<file path="config.mk">
export PLATFORM = sky130hd
export DESIGN_NAME = frontend_top
export DESIGN_NICKNAME = d
export VERILOG_FILES = /design/src/hw/fe_pkg.sv /design/src/hw/fetch_unit.sv /design/src/hw/fetch_buffer.sv /design/src/hw/slot_decoder.sv /design/src/hw/issue_ctrl.sv /design/src/hw/frontend_top.sv
export VERILOG_INCLUDE_DIRS = /design/src /design/src/hw
export SDC_FILE = /design/constraint.sdc
export NUM_CORES = 2
export LEC_CHECK = 0
export BUFFER_PORTS_ARGS = -buffer_cell sky130_fd_sc_hd__buf_2
export CELL_PAD_IN_SITES_DETAIL_PLACEMENT = 2
export CELL_PAD_IN_SITES_GLOBAL_PLACEMENT = 2
export CORE_MARGIN = 3
export CORE_UTILIZATION = 36
export CTS_BUF_LIST = sky130_fd_sc_hd__clkbuf_16
export DETAILED_ROUTE_END_ITERATION = 10
export PLACE_DENSITY = 0.66
export SYNTH_ARGS = -nofsm -noshare
export SYNTH_HDL_FRONTEND = slang
export SYNTH_SLANG_ARGS = --single-unit
</file>
<file path="constraint.sdc">
create_clock -name clk -period 8.7 [get_ports clk]
set_input_delay 2.61 -clock clk [delete_from_list [all_inputs] [get_ports clk]]
set_output_delay 2.61 -clock clk [all_outputs]
set_load 0.02 [all_outputs]
</file>
<file path="src/hw/fe_defs.svh">
`ifndef FE_DEFS_SVH
`define FE_DEFS_SVH

`default_nettype none

// fetch buffer geometry, depth must be a power of two
`define FB_DEPTH 16
`define FB_PTR_W 4
`define FB_CNT_W 5

// datapath widths
`define XLEN    32
`define IMEM_AW 10
`define IMEM_DW 64
`define REG_AW  5

`default_nettype wire

`endif

</file>
<file path="src/hw/fe_pkg.sv">
`include "fe_defs.svh"
`default_nettype none

package fe_pkg;

    // major opcode, insn[6:0]
    typedef enum logic [6:0] {
        OPC_LOAD   = 7'b0000011,
        OPC_OP_IMM = 7'b0010011,
        OPC_AUIPC  = 7'b0010111,
        OPC_STORE  = 7'b0100011,
        OPC_OP     = 7'b0110011,
        OPC_LUI    = 7'b0110111,
        OPC_BRANCH = 7'b1100011,
        OPC_JALR   = 7'b1100111,
        OPC_JAL    = 7'b1101111
    } opcode_e;

    typedef enum logic [2:0] {
        OP_ALU,
        OP_LOAD,
        OP_STORE,
        OP_BRANCH,
        OP_OTHER
    } op_class_e;

    // one imem response, insn0 is the even word
    typedef struct packed {
        logic [`XLEN-1:0] pc;
        logic [`XLEN-1:0] insn0;
        logic [`XLEN-1:0] insn1;
        logic             two_valid;
    } fetch_pkt_t;

    typedef struct packed {
        logic             valid;
        logic [`XLEN-1:0] pc;
        logic [`XLEN-1:0] insn;
    } fb_entry_t;

    typedef struct packed {
        logic               valid;
        logic [`XLEN-1:0]   pc;
        op_class_e          op;
        logic [`REG_AW-1:0] rd;
        logic [`REG_AW-1:0] rs1;
        logic [`REG_AW-1:0] rs2;
        logic               writes_rd;
        logic               reads_rs2;
    } dec_slot_t;

endpackage

`default_nettype wire

</file>
<file path="src/hw/fetch_unit.sv">
`include "fe_defs.svh"
`default_nettype none

module fetch_unit (
    input  wire logic                 clk,
    input  wire logic                 rstn,
    input  wire logic                 redirect,
    input  wire logic [`XLEN-1:0]     redirect_pc,
    input  wire logic [`FB_CNT_W-1:0] level,
    output logic                      imem_req,
    output logic [`IMEM_AW-1:0]       imem_addr,
    input  wire logic [`IMEM_DW-1:0]  imem_rdata,
    output logic                      push,
    output fe_pkg::fetch_pkt_t        pkt
);

    logic [`XLEN-1:0] pc;
    logic [`XLEN-1:0] req_pc;
    logic             fetch_en;
    logic             pending;
    logic             mid_pair;
    logic             has_room;

    // room for the pair in flight plus the new one
    assign has_room  = (level <= `FB_CNT_W'(`FB_DEPTH - 4));
    assign imem_req  = fetch_en && has_room && !redirect;
    assign imem_addr = pc[`IMEM_AW+2:3];

    always_ff @(posedge clk or negedge rstn) begin
        if (!rstn) begin
            pc       <= '0;
            fetch_en <= 1'b0;
            pending  <= 1'b0;
        end else begin
            // idle during reset, start from pc 0 once released
            fetch_en <= 1'b1;
            if (redirect) begin
                pc      <= redirect_pc;
                pending <= 1'b0;
            end else begin
                pending <= imem_req;
                if (imem_req) begin
                    pc <= {pc[`XLEN-1:3] + 1'b1, 3'b000};
                end
            end
        end
    end

    always_ff @(posedge clk) begin
        if (imem_req) begin
            req_pc <= pc;
        end
    end

    // odd-word start, only the upper half is wanted
    assign mid_pair = req_pc[2];

    assign push          = pending;
    assign pkt.pc        = req_pc;
    assign pkt.insn0     = imem_rdata[`XLEN-1:0];
    assign pkt.insn1     = imem_rdata[`IMEM_DW-1:`XLEN];
    assign pkt.two_valid = !mid_pair;

endmodule

`default_nettype wire

</file>
<file path="src/hw/fetch_buffer.sv">
`include "fe_defs.svh"
`default_nettype none

module fetch_buffer (
    input  wire logic                 clk,
    input  wire logic                 rstn,
    input  wire logic                 flush,
    input  wire logic                 push,
    input  wire fe_pkg::fetch_pkt_t   pkt,
    input  wire logic [1:0]           pop_cnt,
    output logic [`FB_CNT_W-1:0]      level,
    output fe_pkg::fb_entry_t [1:0]   head
);
    import fe_pkg::*;

    logic [`XLEN-1:0]     mem_pc   [`FB_DEPTH];
    logic [`XLEN-1:0]     mem_insn [`FB_DEPTH];
    logic [`FB_PTR_W-1:0] head_ptr;
    logic [`FB_PTR_W-1:0] head_ptr1;
    logic [`FB_PTR_W-1:0] tail_ptr;
    fb_entry_t [1:0]      wr;
    logic [1:0]           push_cnt;

    // write lanes, lane 0 holds the word at pkt.pc
    always_comb begin
        wr[0].valid = push && !flush;
        wr[0].pc    = pkt.pc;
        wr[0].insn  = pkt.two_valid ? pkt.insn0 : pkt.insn1;
        wr[1].valid = push && !flush && pkt.two_valid;
        wr[1].pc    = pkt.pc + `XLEN'd4;
        wr[1].insn  = pkt.insn1;
    end

    // lane 1 never fires without lane 0
    assign push_cnt = {wr[1].valid, wr[0].valid & ~wr[1].valid};

    always_ff @(posedge clk) begin
        for (int i = 0; i < 2; i++) begin
            if (wr[i].valid) begin
                mem_pc[tail_ptr + `FB_PTR_W'(i)]   <= wr[i].pc;
                mem_insn[tail_ptr + `FB_PTR_W'(i)] <= wr[i].insn;
            end
        end
    end

    // pointers wrap on their own width
    always_ff @(posedge clk or negedge rstn) begin
        if (!rstn) begin
            head_ptr <= '0;
            tail_ptr <= '0;
            level    <= '0;
        end else if (flush) begin
            head_ptr <= '0;
            tail_ptr <= '0;
            level    <= '0;
        end else begin
            head_ptr <= head_ptr + `FB_PTR_W'(pop_cnt);
            tail_ptr <= tail_ptr + `FB_PTR_W'(push_cnt);
            level    <= level + `FB_CNT_W'(push_cnt) - `FB_CNT_W'(pop_cnt);
        end
    end

    assign head_ptr1 = head_ptr + 1'b1;

    // two oldest entries, slot 0 first
    always_comb begin
        head[0].valid = (level != '0);
        head[0].pc    = mem_pc[head_ptr];
        head[0].insn  = mem_insn[head_ptr];
        head[1].valid = (level > `FB_CNT_W'd1);
        head[1].pc    = mem_pc[head_ptr1];
        head[1].insn  = mem_insn[head_ptr1];
    end

endmodule

`default_nettype wire

</file>
<file path="src/hw/slot_decoder.sv">
`include "fe_defs.svh"
`default_nettype none

module slot_decoder (
    input  wire fe_pkg::fb_entry_t entry,
    output fe_pkg::dec_slot_t      slot
);
    import fe_pkg::*;

    logic [6:0] opcode;
    op_class_e  cls;
    logic       uses_rs2;

    assign opcode = entry.insn[6:0];

    always_comb begin
        cls      = OP_OTHER;
        uses_rs2 = 1'b0;
        case (opcode)
            OPC_OP: begin
                cls      = OP_ALU;
                uses_rs2 = 1'b1;
            end
            OPC_OP_IMM, OPC_LUI, OPC_AUIPC: begin
                cls = OP_ALU;
            end
            OPC_LOAD: begin
                cls = OP_LOAD;
            end
            OPC_STORE: begin
                cls      = OP_STORE;
                uses_rs2 = 1'b1;
            end
            OPC_BRANCH: begin
                cls      = OP_BRANCH;
                uses_rs2 = 1'b1;
            end
            // jumps are treated as branches for pairing
            OPC_JAL, OPC_JALR: begin
                cls = OP_BRANCH;
            end
            default: begin
                cls = OP_OTHER;
            end
        endcase
    end

    // raw fields, qualified later by writes_rd and reads_rs2
    assign slot.valid     = entry.valid;
    assign slot.pc        = entry.pc;
    assign slot.op        = cls;
    assign slot.rd        = entry.insn[11:7];
    assign slot.rs1       = entry.insn[19:15];
    assign slot.rs2       = entry.insn[24:20];
    assign slot.writes_rd = (cls == OP_ALU) || (cls == OP_LOAD);
    assign slot.reads_rs2 = uses_rs2;

endmodule

`default_nettype wire

</file>
<file path="src/hw/issue_ctrl.sv">
`include "fe_defs.svh"
`default_nettype none

module issue_ctrl (
    input  wire logic               clk,
    input  wire logic               rstn,
    input  wire logic               flush,
    input  wire logic               stall,
    input  wire fe_pkg::dec_slot_t [1:0] slot_in,
    output logic [1:0]              pop_cnt,
    output logic [1:0]              issue_valid,
    output fe_pkg::dec_slot_t [1:0] issue_slot
);
    import fe_pkg::*;

    dec_slot_t s0;
    dec_slot_t s1;
    logic      s0_writes;
    logic      raw_hazard;
    logic      mem_conflict;
    logic      iss0;
    logic      iss1;

    assign s0 = slot_in[0];
    assign s1 = slot_in[1];

    // x0 writes never create a dependency
    assign s0_writes  = s0.writes_rd && (s0.rd != '0);
    assign raw_hazard = s0_writes &&
                        ((s1.rs1 == s0.rd) || (s1.reads_rs2 && (s1.rs2 == s0.rd)));

    // single memory port downstream
    assign mem_conflict = (s0.op inside {OP_LOAD, OP_STORE}) &&
                          (s1.op inside {OP_LOAD, OP_STORE});

    // nothing leaves the buffer in a redirect cycle
    assign iss0 = s0.valid && !stall && !flush;
    assign iss1 = iss0 && s1.valid && (s0.op != OP_BRANCH) &&
                  !raw_hazard && !mem_conflict;

    assign pop_cnt = {iss1, iss0 & ~iss1};

    always_ff @(posedge clk or negedge rstn) begin
        if (!rstn) begin
            issue_valid <= '0;
        end else begin
            issue_valid <= {iss1, iss0};
        end
    end

    always_ff @(posedge clk) begin
        if (iss0) begin
            issue_slot[0] <= s0;
        end
        if (iss1) begin
            issue_slot[1] <= s1;
        end
    end

endmodule

`default_nettype wire

</file>
<file path="src/hw/frontend_top.sv">
`include "fe_defs.svh"
`default_nettype none

module frontend_top (
    input  wire logic                clk,
    input  wire logic                rstn,
    input  wire logic                redirect,
    input  wire logic [`XLEN-1:0]    redirect_pc,
    input  wire logic                stall,
    output logic                     imem_req,
    output logic [`IMEM_AW-1:0]      imem_addr,
    input  wire logic [`IMEM_DW-1:0] imem_rdata,
    output logic [1:0]               issue_valid,
    output fe_pkg::dec_slot_t [1:0]  issue_slot
);
    import fe_pkg::*;

    logic                 push;
    fetch_pkt_t           pkt;
    logic [`FB_CNT_W-1:0] level;
    logic [1:0]           pop_cnt;
    fb_entry_t [1:0]      fb_head;
    dec_slot_t [1:0]      dec_slot;

    fetch_unit u_fetch (
        .clk         (clk),
        .rstn        (rstn),
        .redirect    (redirect),
        .redirect_pc (redirect_pc),
        .level       (level),
        .imem_req    (imem_req),
        .imem_addr   (imem_addr),
        .imem_rdata  (imem_rdata),
        .push        (push),
        .pkt         (pkt)
    );

    fetch_buffer u_fbuf (
        .clk     (clk),
        .rstn    (rstn),
        .flush   (redirect),
        .push    (push),
        .pkt     (pkt),
        .pop_cnt (pop_cnt),
        .level   (level),
        .head    (fb_head)
    );

    for (genvar g = 0; g < 2; g++) begin : g_dec
        slot_decoder u_dec (
            .entry (fb_head[g]),
            .slot  (dec_slot[g])
        );
    end

    issue_ctrl u_issue (
        .clk         (clk),
        .rstn        (rstn),
        .flush       (redirect),
        .stall       (stall),
        .slot_in     (dec_slot),
        .pop_cnt     (pop_cnt),
        .issue_valid (issue_valid),
        .issue_slot  (issue_slot)
    );

endmodule

`default_nettype wire

</file>
# After elaboration in Yosys (flattened, before gate mapping)
# Memory sizes are Yosys's and may differ from the RTL's. A register that Yosys moved wholly into a read port is not among the register bits.
# Index checks and enable logic that the tools add are counted.
# totals
mem_bits_rw	1024
word_cells	113
ff_bits	123
latchBits	0
romBits	0
mem_count	2
out_inout_bits	119
# memory_table
memory	depth	width	read_ports	rd_clocked_by_memory_dff	wr	line	rtl
u_fbuf.mem_insn	16	32	2	0	2	fetch_buffer.sv:17	logic [`XLEN-1:0] mem_insn [`FB_DEPTH];
u_fbuf.mem_pc	16	32	2	2	2	fetch_buffer.sv:16	logic [`XLEN-1:0] mem_pc [`FB_DEPTH];
# classes
n_addsub	8
bitwise	4
div	0
muxes	15
shift	0
eq_ne	25
reduce_logical	35
order_cmp	2
n_mul	0
# ops
op	count
$mux 32	3
$eq 7x6->1 const B	6
$eq 7x7->1 const B	6
$add 32x3->32 const B	1
$add 29x1->29 const B	1
$eq 7x5->1 const B	4
$pmux 3 s4	2
$eq 7x2->1 const B	2
$logic_and 1x1->1	14
$reduce_or 3->1	4
$eq 5x5->1	2
$reduce_bool 5->1	2
$add 4x1->4 const B	2
$add 4x2->4	2
$mux 4	2
$reduce_or 4->1	2
$mux 1	7
$eq 3x1->1 const B	2
$eq 3x2->1 const B	2
$logic_not 3->1	2
$reduce_bool 2->1	3
$add 5x2->5	1
$gt 5x1->1 const B	1
$le 5x4->1 const B	1
7 further kinds	15

# Depth between registers and ports, before layout
# An unclocked memory read counts as a cell.
# depth
word_depth	15
mapped_depth	22
mapped_depth_nobuf	18

# Hierarchy
# A second synthesis with hierarchy kept.
# hier_totals
cells_unflattened	5625
area_unflattened_um2	68102.8
# by_module_without_submodules
mod	seq_area_each_um2	area_per_inst_um2	instances	cells_each
fetch_buffer	31074.8	60379.2	1	5049
issue_ctrl	3233.1	3422.0	1	134
fetch_unit	1811.7	3348.2	1	308
slot_decoder	0.0	476.7	2	67

# Worst setup path before layout
# OpenSTA, ideal clock, no wires.
# synth_timing
path_type	input to register
from	input port redirect
to	register u_fbuf.head_ptr[3]
path_stages	10
path_slack_ns	-0.745
arrival_time_ns	9.314
cell_sequence	clkbuf_1 nor3_1 nand2_1 a211oi_1 and3_1 ha_1 a21oi_1 nor2b_1 xnor2_1 nor2_1
# synth_between
elab_chain_cells	10
# synth_lines
item	line	rtl
start: declaration	frontend_top.sv:7	input wire logic redirect,
$logic_not 1->1 (*)	issue_ctrl.sv:37	assign iss0 = s0.valid && !stall && !flush;
$logic_and 1x1->1 (*)	issue_ctrl.sv:37	
named net u_issue.iss0	issue_ctrl.sv:21	logic iss0;
$logic_and 1x1->1 (*) (3 in a row)	issue_ctrl.sv:38	assign iss1 = iss0 && s1.valid && (s0.op != OP_BRANCH) &&
$logic_and 1x1->1 (*)	issue_ctrl.sv:39	!raw_hazard && !mem_conflict;
named net u_issue.iss1	issue_ctrl.sv:22	logic iss1;
$not 1->1	issue_ctrl.sv:41	assign pop_cnt = {iss1, iss0 & ~iss1};
$and 1x1->1	issue_ctrl.sv:41	
$add 4x2->4 (*)	fetch_buffer.sv:57	head_ptr <= head_ptr + `FB_PTR_W'(pop_cnt);
$mux 4 (*)	fetch_buffer.sv:52	end else if (flush) begin
end signal: assignment	fetch_buffer.sv:57	
end: declaration	fetch_buffer.sv:18	logic [`FB_PTR_W-1:0] head_ptr;
# The timed path passes the listed nets; every way through them passes the cells marked *.
# A chain may end at the register's enable or synchronous reset.

# Final worst setup path
# layout_timing
from	register u_fbuf.head_ptr[1]
to	register u_fbuf.level[4]
# layout_between
elab_chain_cells	15
word_cells_on_any_way	54
cone_classes	add/sub (2); eq/ne (25); mux (4); bitwise (2); reduce/logical (20); memory (1)
# layout_lines
item	line	rtl
$add 4x1->4 or $mem_v2 16x32 (tied branches)	-	
$mem_v2 16x32 (*)	-	
parallel branches: the longest is 8 deep, another holds $eq 7x6->1	-	
$logic_and 1x1->1 (*)	issue_ctrl.sv:39	
$not 1->1	issue_ctrl.sv:41	
$and 1x1->1	issue_ctrl.sv:41	
$sub 5x2->5 (*)	fetch_buffer.sv:59	level <= level + `FB_CNT_W'(push_cnt) - `FB_CNT_W'(pop_cnt);
$mux 5 (*)	fetch_buffer.sv:52	
end signal: assignment	fetch_buffer.sv:59	
end: declaration	fetch_buffer.sv:11	output logic [`FB_CNT_W-1:0] level,
# Every way passes the cells marked *.

==> impl_metrics.tcl <==
set metrics [dict create \
    synthAdderAreaFrac 0.00510 \
    synth_top_flop_cell "edfxtp_1" \
    rows 142 \
    post_drt_wl_per_cell_um 34.2 \
    h-tree-depth 3 \
    dieArea_sq_um 157000 \
    p_sw_frac 0.302 \
    yosys.area_share.simple 0.0427 \
    synth_top_family_by_area "multiplexers" \
    cts_resized 0 \
    p_int_mw 11.0 \
    clk_pin_slew_ns 0.06 \
    cts_made_buffers 121 \
    grt_pass1_wl_um 263000 \
    hold_viol_final 0 \
    period_minus_slack_ns 6.50 \
    fmax_mhz 154 \
    skew_ns 0.0823 \
    synth_nets 3542 \
    synthArstFlopShare 0.0466 \
    vias 31841 \
    antenna_found_initial 22 \
    cp_data_required_time_ns 9.38 \
    dr.pass1.iters 5 \
    initial_core_util 0.365 \
    synth.area.top_cells "edfxtp_1 55%, mux4_2 21%, mux2_2 7.3%, clkbuf_1 2.8%, xnor2_1 2.4%" \
    grt_pass1_vias 35036 \
    synth_cell_type_count 59 \
    maxSlewViolCount 0 \
    seq_area_frac_synth 0.570 \
    timing.final.crit_share 0.747 \
    synthMuxAreaShare 0.289 \
    seq_power_share 0.391 \
    synthesis.instances 3422 \
    synth-seq-cells 1051 \
    dp_hpwl_um 109000 \
    yosys_warnings 0 \
    place.gp.congestion 0.799 \
    worst_hold_slack_ns 0.483 \
    fin_nets 3412 \
    status "finished, final reports clean" \
    coreArea_sq_um 151000 \
    min_from "u_fetch.pc[31]" \
    r2r-start "u_fbuf.head_ptr[1]" \
    yosysTopAreaCellShare 0.547 \
    switchingPower_mw 4.76 \
    worstHoldEndpoint "u_fetch.req_pc[31]" \
    tightest_slew_ns 1.20 \
    rr_endpoint "u_fbuf.level[4]" \
    p_per_area_nw_per_um2 257 \
    hp-class "flop to flop" \
    via_per_inst 5.88 \
    power_leakage_nw 19.4 \
    synthToLayoutAreaGrowth_pct 11.7 \
    fp.dieW_um 397 \
    layout.cells.non_filler 5414 \
    ctsHoldBuffers 0 \
    synth_most_common_cell "edfxtp_1" \
    rr_worst_depth 18 \
    cts-root-buf "clkbuf_16" \
    cts_buffer_depth 3 \
    cts_tree "yes" \
    fill_cells 14332 \
    clk-insertion-delay-late_ns 0.78 \
    place_area_sq_um 57400 \
    crit_path_end_kind "flop" \
    synth-compound-area-share 0.00915 \
    grt_overflow_total 0 \
    multiInputGateArea_sq_um 21800 \
    path_class "flop to flop" \
    path_max_fanout 62 \
    peakVddDrop_mv 0.262 \
    drive_above_1_share 0.413 \
    clkPwrFrac 0.326 \
    drc 0 \
    io_pins 219 \
    grt_max_degree 139 \
    max_slew_margin 0.196 \
    groute.usage.overall 0.235 \
    cts_sinks 1051 \
    synth_common_cells "1,002 x edfxtp_1, 515 x mux4_2, 403 x clkbuf_1" \
    ant_nets 0 \
    seqCellArea_sq_um 31300 \
    drt_iter0_drc 3194 \
    startpoint_type "flop" \
    synth_xor_area_frac 0.0430 \
    dp.cells 5185 \
    setup_viol 0 \
    post_cts_buffers 0 \
    combinationalPowerShare 0.283 \
    rsz0062_at_grt "no" \
    syn_area_sq_um 55000 \
    die_h_um 397 \
    drv_cap 0 \
    hold_path_depth 0 \
    setup-tns-final_ns 0 \
    final_design_area_no_fill_sq_um 61400 \
    io_buffers 198 \
    r2r_setup_slack_ns 2.20 \
    synth_area_per_cell_sq_um 16.1 \
    synth_top_cell_by_area "edfxtp_1" \
    synth_edf_count 1002 \
    routed_wl_um 185000 \
    arrival_ns 7.17 \
]
-- metrics by stage --
step | util | worst slack (ns) | total power, mW
floorplan | - | 0.924 | 9.49
global placement | 0.381 | 2.27 | 10.7
detailed placement | 0.381 | 2.16 | 10.8
CTS | 0.407 | 2.13 | 16.0
global route | 0.407 | 1.76 | 16.4
finish | 0.407 | 2.20 | 15.8
-- how the worst max path moves through the flow --
| stage | startpoint | to | slack [ns] | depth (start not counted) |
|---|---|---|---|---|
| 2_1_floorplan | redirect | u_fbuf.head_ptr[3] | 0.92 | 10 |
| 3_3_place_gp | u_fbuf.head_ptr[0] | u_fbuf.level[4] | 2.27 | 19 |
| 3_5_place_dp | u_fbuf.head_ptr[0] | u_fbuf.level[4] | 2.16 | 19 |
| 4_1_cts | u_fbuf.head_ptr[0] | u_fbuf.level[4] | 2.13 | 19 |
| 5_1_grt | u_fbuf.head_ptr[0] | u_fbuf.level[4] | 1.76 | 19 |
| 6_report | u_fbuf.head_ptr[1] | u_fbuf.level[4] | 2.20 | 18 |
-- kinds of logic after synthesis --
group	after synthesis
adders and majority gates	20
DFF	1051
xor gates and xnor gates	269
muxes	898
buffers and inverters	555
and+or+nand+nor	544
AOI/OAI and AO/OA	84
other	1
-- state kept, by name, indices dropped and copies added (netlist names) --
name and cells:
u_fbuf.mem_insn 352, u_issue.issue_slot 106, u_fbuf.tail_ptr 4, u_fbuf.level 5
u_fetch.fetch_en 1, u_fetch.pc 32, u_issue.issue_valid 2, u_fbuf.mem_pc 512
u_fetch.push 1, u_fetch.req_pc 32, u_fbuf.head_ptr 4
-- final cells by class --
cell class,instances,share of cell area
diodes,8,0.000326
clock buffers,123,0.0501
clock inverters,98,0.0146
inverters,34,0.00212
multi-input cells,1816,0.355
flip-flops and latches,1051,0.510
well taps,2016,0.0411
repair buffers,268,0.0261
-- power groups by stage --
stage               Clock [mW]  Sequential, mW  Combinational (mW)
finish                    5.15            6.17                4.47
CTS                       5.26            6.18                4.54
global placement             0            6.26                4.41
global route              5.46            6.20                4.76
detailed placement           0            6.28                4.51
floorplan                    0            6.21                3.28
-- worst max-delay path: stages, from the launching register on --
cell      delay, ns
dfrtp_4        0.76
ha_4           0.86
buf_12         0.50
mux4_2         0.61
mux4_2         0.55
or4_1          0.43
nor3_1         0.17
a211oi_1       0.18
a31oi_1        0.50
ha_1           0.36
inv_1          0.08
ha_1           0.18
inv_1          0.07
fa_1           0.47
inv_1          0.09
a21oi_1        0.07
nor2_1         0.14
o21ai_0        0.12
a21oi_1        0.16
-- layer usage --
layer | track usage | share of wire | vias up
li1 | - | - | 12818
met1 | 0.308 | 0.41 | 17484
met2 | 0.395 | 0.50 | 1242
met3 | 0.0406 | 0.064 | 297
met4 | 0.0811 | 0.033 | 0
met5 | 0 | 0 | -
-- cell usage in the layout (no fill, tap or decap), drive strengths merged, types with 5 or more instances in the layout --
cell type / instances
nand3: 13
clkinv: 50
clkinvlp: 13
diode: 8
dfrtp: 49
o21ai: 36
clkbuf: 123
nor3: 10
mux4: 515
xor2: 119
inv: 55
a21oi: 20
nand4: 9
mux2i: 28
ha: 16
edfxtp: 1002
bufinv: 14
nor2: 162
nand2: 283
and2: 10
nand2b: 7
a31oi: 5
xnor2: 150
buf: 268
nor2b: 17
and3: 12
mux2: 355
a22oi: 7
(Power assumes the default switching activity.)
